$ cat config.mk
export PLATFORM = sky130hd
export DESIGN_NAME = rename_top
export DESIGN_NICKNAME = d
export VERILOG_FILES = /design/src/rtl/arch_pkg.sv /design/src/rtl/prf_pkg.sv /design/src/rtl/rename_if.sv /design/src/rtl/freelist.sv /design/src/rtl/freelist_enc64.sv /design/src/rtl/rename_stage.sv /design/src/rtl/rename_table.sv /design/src/rtl/rename_top.sv
export VERILOG_INCLUDE_DIRS = /design/src /design/src/rtl
export SDC_FILE = /design/constraint.sdc
export NUM_CORES = 1
export LEC_CHECK = 0
export BUFFER_PORTS_ARGS = -buffer_cell sky130_fd_sc_hd__buf_2
export CORE_MARGIN = 8
export CORE_UTILIZATION = 36
export CTS_BUF_LIST = sky130_fd_sc_hd__clkbuf_2
export DETAILED_ROUTE_END_ITERATION = 6
export MAX_ROUTING_LAYER = met4
export PLACE_DENSITY = 0.5
export SKIP_CTS_REPAIR_TIMING = 1
export SLEW_MARGIN = 40
export SYNTH_ARGS = -nofsm -noshare
export SYNTH_HDL_FRONTEND = slang
export SYNTH_SLANG_ARGS = --single-unit
$ cat constraint.sdc
create_clock -name clk -period 3.29 [get_ports clk]
set_input_delay 0.658 -clock clk [delete_from_list [all_inputs] [get_ports clk]]
set_output_delay 0.658 -clock clk [all_outputs]
set_load 0.02 [all_outputs]
$ cat src/rtl/rename_cfg.svh
`ifndef RENAME_CFG_SVH
`define RENAME_CFG_SVH

// physical register file
`define PRF_NUM 64
`define PRF_NUM_WIDTH 6

// architectural register file
`define ARF_NUM 32
`define ARF_NUM_WIDTH 5

`endif

$ cat src/rtl/arch_pkg.sv
`default_nettype none

`include "rename_cfg.svh"

package arch_pkg;

        // one architectural register index
        typedef logic [`ARF_NUM_WIDTH-1:0] arch_reg_t;

        // one rename request, dest in the upper bits
        typedef struct packed {
                arch_reg_t dest;
                arch_reg_t src;
        } rename_req_t;

endpackage

`default_nettype wire

$ cat src/rtl/prf_pkg.sv
`default_nettype none

`include "rename_cfg.svh"

package prf_pkg;

        // one physical register tag
        typedef logic [`PRF_NUM_WIDTH-1:0] prf_tag_t;

        // busy vector, bit set means the tag is in use
        typedef logic [`PRF_NUM-1:0] prf_vec_t;

        // result of one rename
        typedef struct packed {
                prf_tag_t src_tag;
                prf_tag_t dest_tag;
                prf_tag_t old_tag;
        } renamed_t;

endpackage

`default_nettype wire

$ cat src/rtl/rename_if.sv
`default_nettype none

`include "rename_cfg.svh"

// allocation and release path of the free list
interface free_if;
        import prf_pkg::*;

        logic     alloc_valid;
        logic     alloc_take;
        prf_tag_t alloc_tag;
        logic     release_valid;
        prf_tag_t release_tag;

        modport provider (
                output alloc_valid,
                output alloc_tag,
                input  alloc_take,
                input  release_valid,
                input  release_tag
        );

        // release side comes from the commit port and not the stage
        modport consumer (
                input  alloc_valid,
                input  alloc_tag,
                output alloc_take
        );
endinterface

// lookup and update path of the map table
interface map_if;
        import arch_pkg::*;
        import prf_pkg::*;

        arch_reg_t rd_src;
        arch_reg_t rd_dest;
        prf_tag_t  src_tag;
        prf_tag_t  old_tag;
        logic      wr_en;
        arch_reg_t wr_arch;
        prf_tag_t  wr_tag;

        modport tbl (
                input  rd_src,
                input  rd_dest,
                output src_tag,
                output old_tag,
                input  wr_en,
                input  wr_arch,
                input  wr_tag
        );

        modport user (
                output rd_src,
                output rd_dest,
                input  src_tag,
                input  old_tag,
                output wr_en,
                output wr_arch,
                output wr_tag
        );
endinterface

`default_nettype wire

$ cat src/rtl/freelist.sv
`default_nettype none

`include "rename_cfg.svh"

module freelist (
        input  logic   clk,
        input  logic   reset,
        free_if.provider port
);
        import prf_pkg::*;

        // tags backing the reset map start out busy
        localparam prf_vec_t busy_init = prf_vec_t'({`ARF_NUM{1'b1}});

        prf_vec_t busy_q;
        logic     enc_valid;
        prf_tag_t enc_tag;

        freelist_enc64 i_enc (
                .free_list  (busy_q),
                .free_valid (enc_valid),
                .free_num   (enc_tag)
        );

        assign port.alloc_valid = enc_valid;
        assign port.alloc_tag   = enc_tag;

        // allocated and released tags never collide, so the order is free
        always_ff @(posedge clk) begin
                if (reset) begin
                        busy_q <= busy_init;
                end else begin
                        if (port.alloc_take) begin
                                busy_q[port.alloc_tag] <= 1'b1;
                        end
                        if (port.release_valid) begin
                                busy_q[port.release_tag] <= 1'b0;
                        end
                end
        end

endmodule

`default_nettype wire

$ cat src/rtl/freelist_enc64.sv
`default_nettype none

`include "rename_cfg.svh"

module freelist_enc64 (
        input  prf_pkg::prf_vec_t free_list,
        output logic              free_valid,
        output prf_pkg::prf_tag_t free_num
);
        import prf_pkg::*;

        // first-zero search, lowest index wins
        always_comb begin
                free_valid = 1'b0;
                free_num   = '0;
                // walk down so the last hit is the lowest clear bit
                for (int i = `PRF_NUM - 1; i >= 0; i--) begin
                        if (!free_list[i]) begin
                                free_valid = 1'b1;
                                free_num   = prf_tag_t'(i);
                        end
                end
        end

endmodule

`default_nettype wire

$ cat src/rtl/rename_stage.sv
`default_nettype none

`include "rename_cfg.svh"

module rename_stage (
        input  logic                 clk,
        input  logic                 reset,
        input  logic                 req_valid,
        output logic                 req_ready,
        input  arch_pkg::rename_req_t req,
        output logic                 out_valid,
        input  logic                 out_ready,
        output prf_pkg::renamed_t    out,
        free_if.consumer             fl,
        map_if.user                  map
);
        import prf_pkg::*;

        logic     out_valid_q;
        renamed_t out_q;
        renamed_t out_d;
        logic     slot_free;
        logic     accept;

        // output slot can take a new result this cycle
        assign slot_free = !out_valid_q || out_ready;
        assign req_ready = fl.alloc_valid && slot_free;
        assign accept    = req_valid && req_ready;

        // allocation happens on the accept edge
        assign fl.alloc_take = accept;

        // table lookups
        assign map.rd_src  = req.src;
        assign map.rd_dest = req.dest;

        // new mapping for dest that the next request sees
        assign map.wr_en   = accept;
        assign map.wr_arch = req.dest;
        assign map.wr_tag  = fl.alloc_tag;

        always_comb begin
                out_d.src_tag  = map.src_tag;
                out_d.dest_tag = fl.alloc_tag;
                out_d.old_tag  = map.old_tag;
        end

        always_ff @(posedge clk) begin
                if (reset) begin
                        out_valid_q <= 1'b0;
                end else if (accept) begin
                        out_valid_q <= 1'b1;
                end else if (out_ready) begin
                        out_valid_q <= 1'b0;
                end
        end

        // payload only moves on accept and holds under back-pressure
        always_ff @(posedge clk) begin
                if (accept) begin
                        out_q <= out_d;
                end
        end

        assign out_valid = out_valid_q;
        assign out       = out_q;

endmodule

`default_nettype wire

$ cat src/rtl/rename_table.sv
`default_nettype none

`include "rename_cfg.svh"

module rename_table (
        input  logic clk,
        input  logic reset,
        map_if.tbl   port
);
        import prf_pkg::*;

        prf_tag_t map_q [`ARF_NUM];

        // reads see the contents before this cycle's write
        assign port.src_tag = map_q[port.rd_src];
        assign port.old_tag = map_q[port.rd_dest];

        always_ff @(posedge clk) begin
                if (reset) begin
                        // identity map with arch reg i in phys reg i
                        for (int i = 0; i < `ARF_NUM; i++) begin
                                map_q[i] <= prf_tag_t'(i);
                        end
                end else if (port.wr_en) begin
                        map_q[port.wr_arch] <= port.wr_tag;
                end
        end

endmodule

`default_nettype wire

$ cat src/rtl/rename_top.sv
`default_nettype none

`include "rename_cfg.svh"

module rename_top (
        input  logic                      clk,
        input  logic                      reset,
        input  logic                      req_valid,
        output logic                      req_ready,
        input  logic [`ARF_NUM_WIDTH-1:0] req_dest,
        input  logic [`ARF_NUM_WIDTH-1:0] req_src,
        output logic                      out_valid,
        input  logic                      out_ready,
        output logic [`PRF_NUM_WIDTH-1:0] out_src_tag,
        output logic [`PRF_NUM_WIDTH-1:0] out_dest_tag,
        output logic [`PRF_NUM_WIDTH-1:0] out_old_tag,
        input  logic                      rel_valid,
        input  logic [`PRF_NUM_WIDTH-1:0] rel_tag
);
        import arch_pkg::*;
        import prf_pkg::*;

        rename_req_t req;
        renamed_t    out;

        free_if fl_bus ();
        map_if  map_bus ();

        assign req.dest = req_dest;
        assign req.src  = req_src;

        assign out_src_tag  = out.src_tag;
        assign out_dest_tag = out.dest_tag;
        assign out_old_tag  = out.old_tag;

        // commit-side release goes straight to the free list
        assign fl_bus.release_valid = rel_valid;
        assign fl_bus.release_tag   = rel_tag;

        rename_stage i_stage (
                .clk       (clk),
                .reset     (reset),
                .req_valid (req_valid),
                .req_ready (req_ready),
                .req       (req),
                .out_valid (out_valid),
                .out_ready (out_ready),
                .out       (out),
                .fl        (fl_bus.consumer),
                .map       (map_bus.user)
        );

        freelist i_freelist (
                .clk   (clk),
                .reset (reset),
                .port  (fl_bus.provider)
        );

        rename_table i_table (
                .clk   (clk),
                .reset (reset),
                .port  (map_bus.tbl)
        );

endmodule

`default_nettype wire

* Word level (Yosys, flattened, before mapping)
Memories as Yosys holds them, arrays and structs flattened. A register that Yosys moved wholly into a read port is not among the register bits. Index checks and enable logic that the tools add are counted.
Operators by class: bitwise operators 3, reductions and logical operators 8, multiplexer cells 145, $lt $le $gt $ge 4
Operator list (number):
- $mux W6 | 65
- $mux W64 | 3
- $mux W1 | 74
- $and A64 B64 Y64 | 1
- $not A64 Y64 | 1
- $or A64 B64 Y64 | 1
- $lt A6 B7 Y1 const B | 2
- $demux W1 S6 | 2
- $ge A6 B1 Y1 const B | 2
- $reduce_or A6 Y1 | 1
- $mux W5 | 1
- $logic_and A1 B1 Y1 | 4
- $reduce_bool A2 Y1 | 1
- $logic_not A1 Y1 | 1
- $logic_or A1 B1 Y1 | 1
Storage, ports and cells: bits in registers 71, bits in writable memories 192, word-level logic and storage cells 164, output and inout bits 20, memories kept 1, bits of input ports 21
Memory list:
- i_table.map_q | depth 32, width 6, rd ports 2, clocked after memory_dff 2, write ports 32, line rename_table.sv:12 | prf_tag_t map_q [`ARF_NUM];

* Depth between registers and ports, before layout
depth in word-level cells 73, gate-level depth with buffers 10, gate-level depth less buffers 8

* Cells and area by module
A second synthesis with hierarchy kept.
Second synthesis, totals: cell total of the unflattened synthesis 1138, area total of the unflattened synthesis 14899.3 µm²
By module, submodules not included:
- rename_table | area each 10573.9 µm², cells an instance 659, seq. area each 5765.5 µm², instances 1
- freelist | area each 2730.1 µm², cells an instance 289, seq. area each 1281.2 µm², instances 1
- freelist_enc64 | area each 818.3 µm², cells an instance 144, seq. area each 0.0 µm², instances 1
- rename_stage | area each 777.0 µm², cells an instance 46, seq. area each 560.5 µm², instances 1

* Worst setup path after synthesis
OpenSTA, ideal clock, no wires.
kind input port to flip-flop, start input port req_src[0], end register, netlist name i_stage.out[12], setup time 260 ps, stages on the path 5, path buffers 2, arrival time 2472 ps, data required time 3030 ps, path slack 559 ps, cell sequence buf_2 buf_2 mux4_2 mux4_2 mux2_2
RTL lines:
- start: declaration | line rename_top.sv:11 | input logic [`ARF_NUM_WIDTH-1:0] req_src,

* Final worst setup path
start register i_freelist.busy_q[61], end output port req_ready
Between the ends: cells in the longest elaborated chain, start to end 63
RTL lines:
- start: declaration | line freelist.sv:15 | prf_vec_t busy_q;
- start signal: assignment | line freelist.sv:31 | busy_q <= busy_init;
- $mux W1 (62 in a row) | line freelist_enc64.sv:18 | if (!free_list[i]) begin
- $logic_and A1 B1 Y1 | line rename_stage.sv:27 | assign req_ready = fl.alloc_valid && slot_free;
- end: declaration | line rename_top.sv:9 | output logic req_ready,
No other way between the ends.

==> summary.md <==
| Metric | Value |
|---|---|
| CP max FO | `4` |
| Initial core utilization | `36.3%` |
| RSZ-0062 raised after global routing | `yes` |
| Status | `finished clean` |
| R2r setup slk | `230 ps` |
| Cell with the most instances after synthesis | `edfxtp_1` |
| Yosys top cell area share | `42.9%` |
| Initial DRC Count | `1231` |
| Peak Freq | `305 MHz` |
| Int Pwr | `5160 µW` |
| Synth cell count leaders | `210 x edfxtp_1, 174 x nor2_1, 163 x nand2_1` |
| Largest cells by area after synthesis | `edfxtp_1 43%, mux4_2 17%, dfxtp_1 8.8%` |
| Area of the multi-input gates | `6690 µm²` |
| Final Instance Area | `16600 µm²` |
| Hold EP | `i_freelist.busy_q[40]` |
| Most used flip-flop cell after synthesis | `edfxtp_1` |
| Sequential share of power | `51.8%` |
| WL final | `49800 µm` |
| Worst R2R Start | `i_freelist.busy_q[58]` |
| Vias in the first global route | `11500` |
| Clock Tree Buf Depth | `3` |
| Largest net degree at the start of global routing | `64` |
| Die X-Extent | `218 µm` |
| Max cap viols | `0` |
| Placed wire-length estimate | `34500 µm` |
| Net Sw Frac | `31.1%` |
| Count of state elements after synthesis | `275` |
| Clock network power share | `32.5%` |
| Area post-placement | `15700 µm²` |
| Num rows | `74` |
| Depth of the worst hold-timing path | `2` |
| Crit path arrival time | `2620 ps` |
| FF-to-FF End | `i_freelist.busy_q[63]` |
| Max Slew Vio Count | `0` |
| Vias/cell | `5.96` |
| Synth warn | `0` |
| R2R cell count | `10` |
| Routed via count | `11500` |
| Register area | `7670 µm²` |
| Syn nets | `1272` |
| Mean Syn Cell Area | `11.8 µm²` |
| Core area | `40600 µm²` |
| CTS sink cnt | `275` |
| CTS H-tree lvls | `3` |
| Minimum clock period | `3280 ps` |
| Cell variety after synth | `68` |
| Seq/Total Area, Yosys | `51.7%` |
| Dpl cells | `1786` |
| CP required | `2630 ps` |
| Global-route wire length before repair | `74000 µm` |
| Cts bufs inserted | `76` |
| CTS tree | `yes` |
| Cells after Synth | `1251` |
| PnR worst setup slack | `9.92 ps` |
| Drt pass-1 iters | `6` |
| Max VDD drop | `170 µV` |
| Worst Setup End Kind | `output port` |
| Asr flop ratio synth | `0%` |
| Die Ht | `218 µm` |
| Slew headroom | `45.1%` |
| Gpl congestion | `0.899` |
| Initial antenna violation count | `4` |
| # nets final | `1364` |
| Switch Pwr | `2320 µW` |
| Worst Setup Start Kind | `register` |
| PortBufs | `40` |
| WS Path Type | `reg2out` |
| Routed WL per cell | `25.8 µm` |
| Final setup fails | `0` |
| IO Pins | `41` |
| Post-route ant nets | `0` |
| Worst-margin pin slew | `821 ps` |
| Clk_skew | `115 ps` |
| Synth-to-layout area growth | `12.7%` |
| # DRC | `0` |
| Die area | `47600 µm²` |
| Final global-route overflow total | `0` |
| HP Class | `in2reg` |
| Layout fillers | `3891` |
| Synth area leader | `edfxtp_1` |
| TNS Setup | `0 ps` |
| Gate power share | `15.7%` |
| Period utilisation layout | `99.7%` |
| Clock latency on the worst-skew pair | `980 ps` |
| Leakage Power | `0.00552 µW` |
| Final hold violation count | `0` |
| Tot Pwr | `7480 µW` |
| Hold_sp | `reset` |
| Layout cells sized above 1 | `29.3%` |
| Clock slew at reported path FFs | `100 ps` |
| Post-synth EDFFs | `210` |
| DP Worst Slack | `304 ps` |
| Netlist Area Pre-Place | `14700 µm²` |
| Post-Layout Cell Count | `1931` |
| Tot GR Track Use | `21.5%` |
| Power Density | `451 nW/µm²` |
| Root buf cell | `clkbuf_2` |
critical path: stages (launching register included):
cell and delay [ps]:
dfxtp_1 400, nand4_1 230, or4_4 530, o31a_1 340
buf_6 160
state kept, by name, indices dropped and copies added, names as in the netlist:
name	cells
i_stage.out	18
i_freelist.busy_q	64
i_table.map_q	192
i_stage.out_valid	1
cell type report:
cell class | count | area share, %
Clock inverter | 19 | 0.604
Antenna cell | 5 | 0.0754
Inverter | 25 | 0.566
Clock buffer | 110 | 3.32
Multi-Input combinational cell | 856 | 40.3
Timing Repair Buffer | 109 | 4.82
Sequential cell | 275 | 46.3
Tap cell | 532 | 4.01
power by group through the flow:
| stage | clock network, µW | registers (µW) | logic, µW |
|---|---|---|---|
| floorplan | 0 | 3960 | 677 |
| global placement | 0 | 3960 | 1150 |
| detailed placement | 0 | 3960 | 1150 |
| CTS | 2510 | 3880 | 1150 |
| global route | 2680 | 3890 | 1230 |
| finish | 2430 | 3880 | 1170 |
per-stage QoR:
stage	util, %	hold slack (ps)
after CTS	40.4	-62.0
after detailed placement	38.8	503
after floorplan	-	468
final	40.9	125
after global placement	38.8	495
after global routing	40.9	7.69
routing by layer:
metal / global-route usage (%) / vias to the layer above / share of wire (%)
met5: - / - / 0
met4: 8.44 / 0 / 3.6
met3: 5.61 / 116 / 8.4
met2: 34.1 / 588 / 48
met1: 26.1 / 5763 / 40
li1: - / 5042 / -
cells by family (layout without fill, tap and decap cells):
| group | after synthesis | count (layout) | synth area share [%] |
|---|---|---|---|
| multiplexers | 114 | 114 | 17.0 |
| AO/OA/AOI/OAI | 207 | 207 | 10.3 |
| other | 0 | 5 | 0 |
| AND/OR/NAND/NOR | 535 | 535 | 17.8 |
| flip-flops | 275 | 275 | 51.7 |
| buffers and inverters | 120 | 263 | 3.27 |
worst max-delay path by stage:
stage / from / to / slack [ps] / cells past startpoint
floorplan: req_src[0] / i_stage.out[12] / 560 / 5
global placement: out_ready / i_table.map_q[3][1] / 390 / 8
detailed placement: out_ready / i_table.map_q[3][0] / 300 / 8
CTS: i_freelist.busy_q[53] / req_ready / -280 / 4
global route: i_freelist.busy_q[24] / req_ready / -130 / 6
finish: i_freelist.busy_q[61] / req_ready / 10 / 4
layout by cell type, fill, tap and decap left out, drive strengths merged, types with 7 or more instances in the layout:
cell / count
nor4: 7
a31oi: 12
dfxtp: 65
clkbuf: 110
inv: 25
nand3: 39
buf: 107
nor3: 25
a21o: 9
o21ai: 22
o31ai: 14
nor2: 174
a311oi: 7
nand4: 39
mux4: 108
a21oi: 48
o41ai: 7
a22oi: 24
and4: 11
a211oi: 19
clkinv: 18
a41oi: 13
edfxtp: 210
nand2b: 37
nand2: 163
Power figures use the tool's default switching activity.
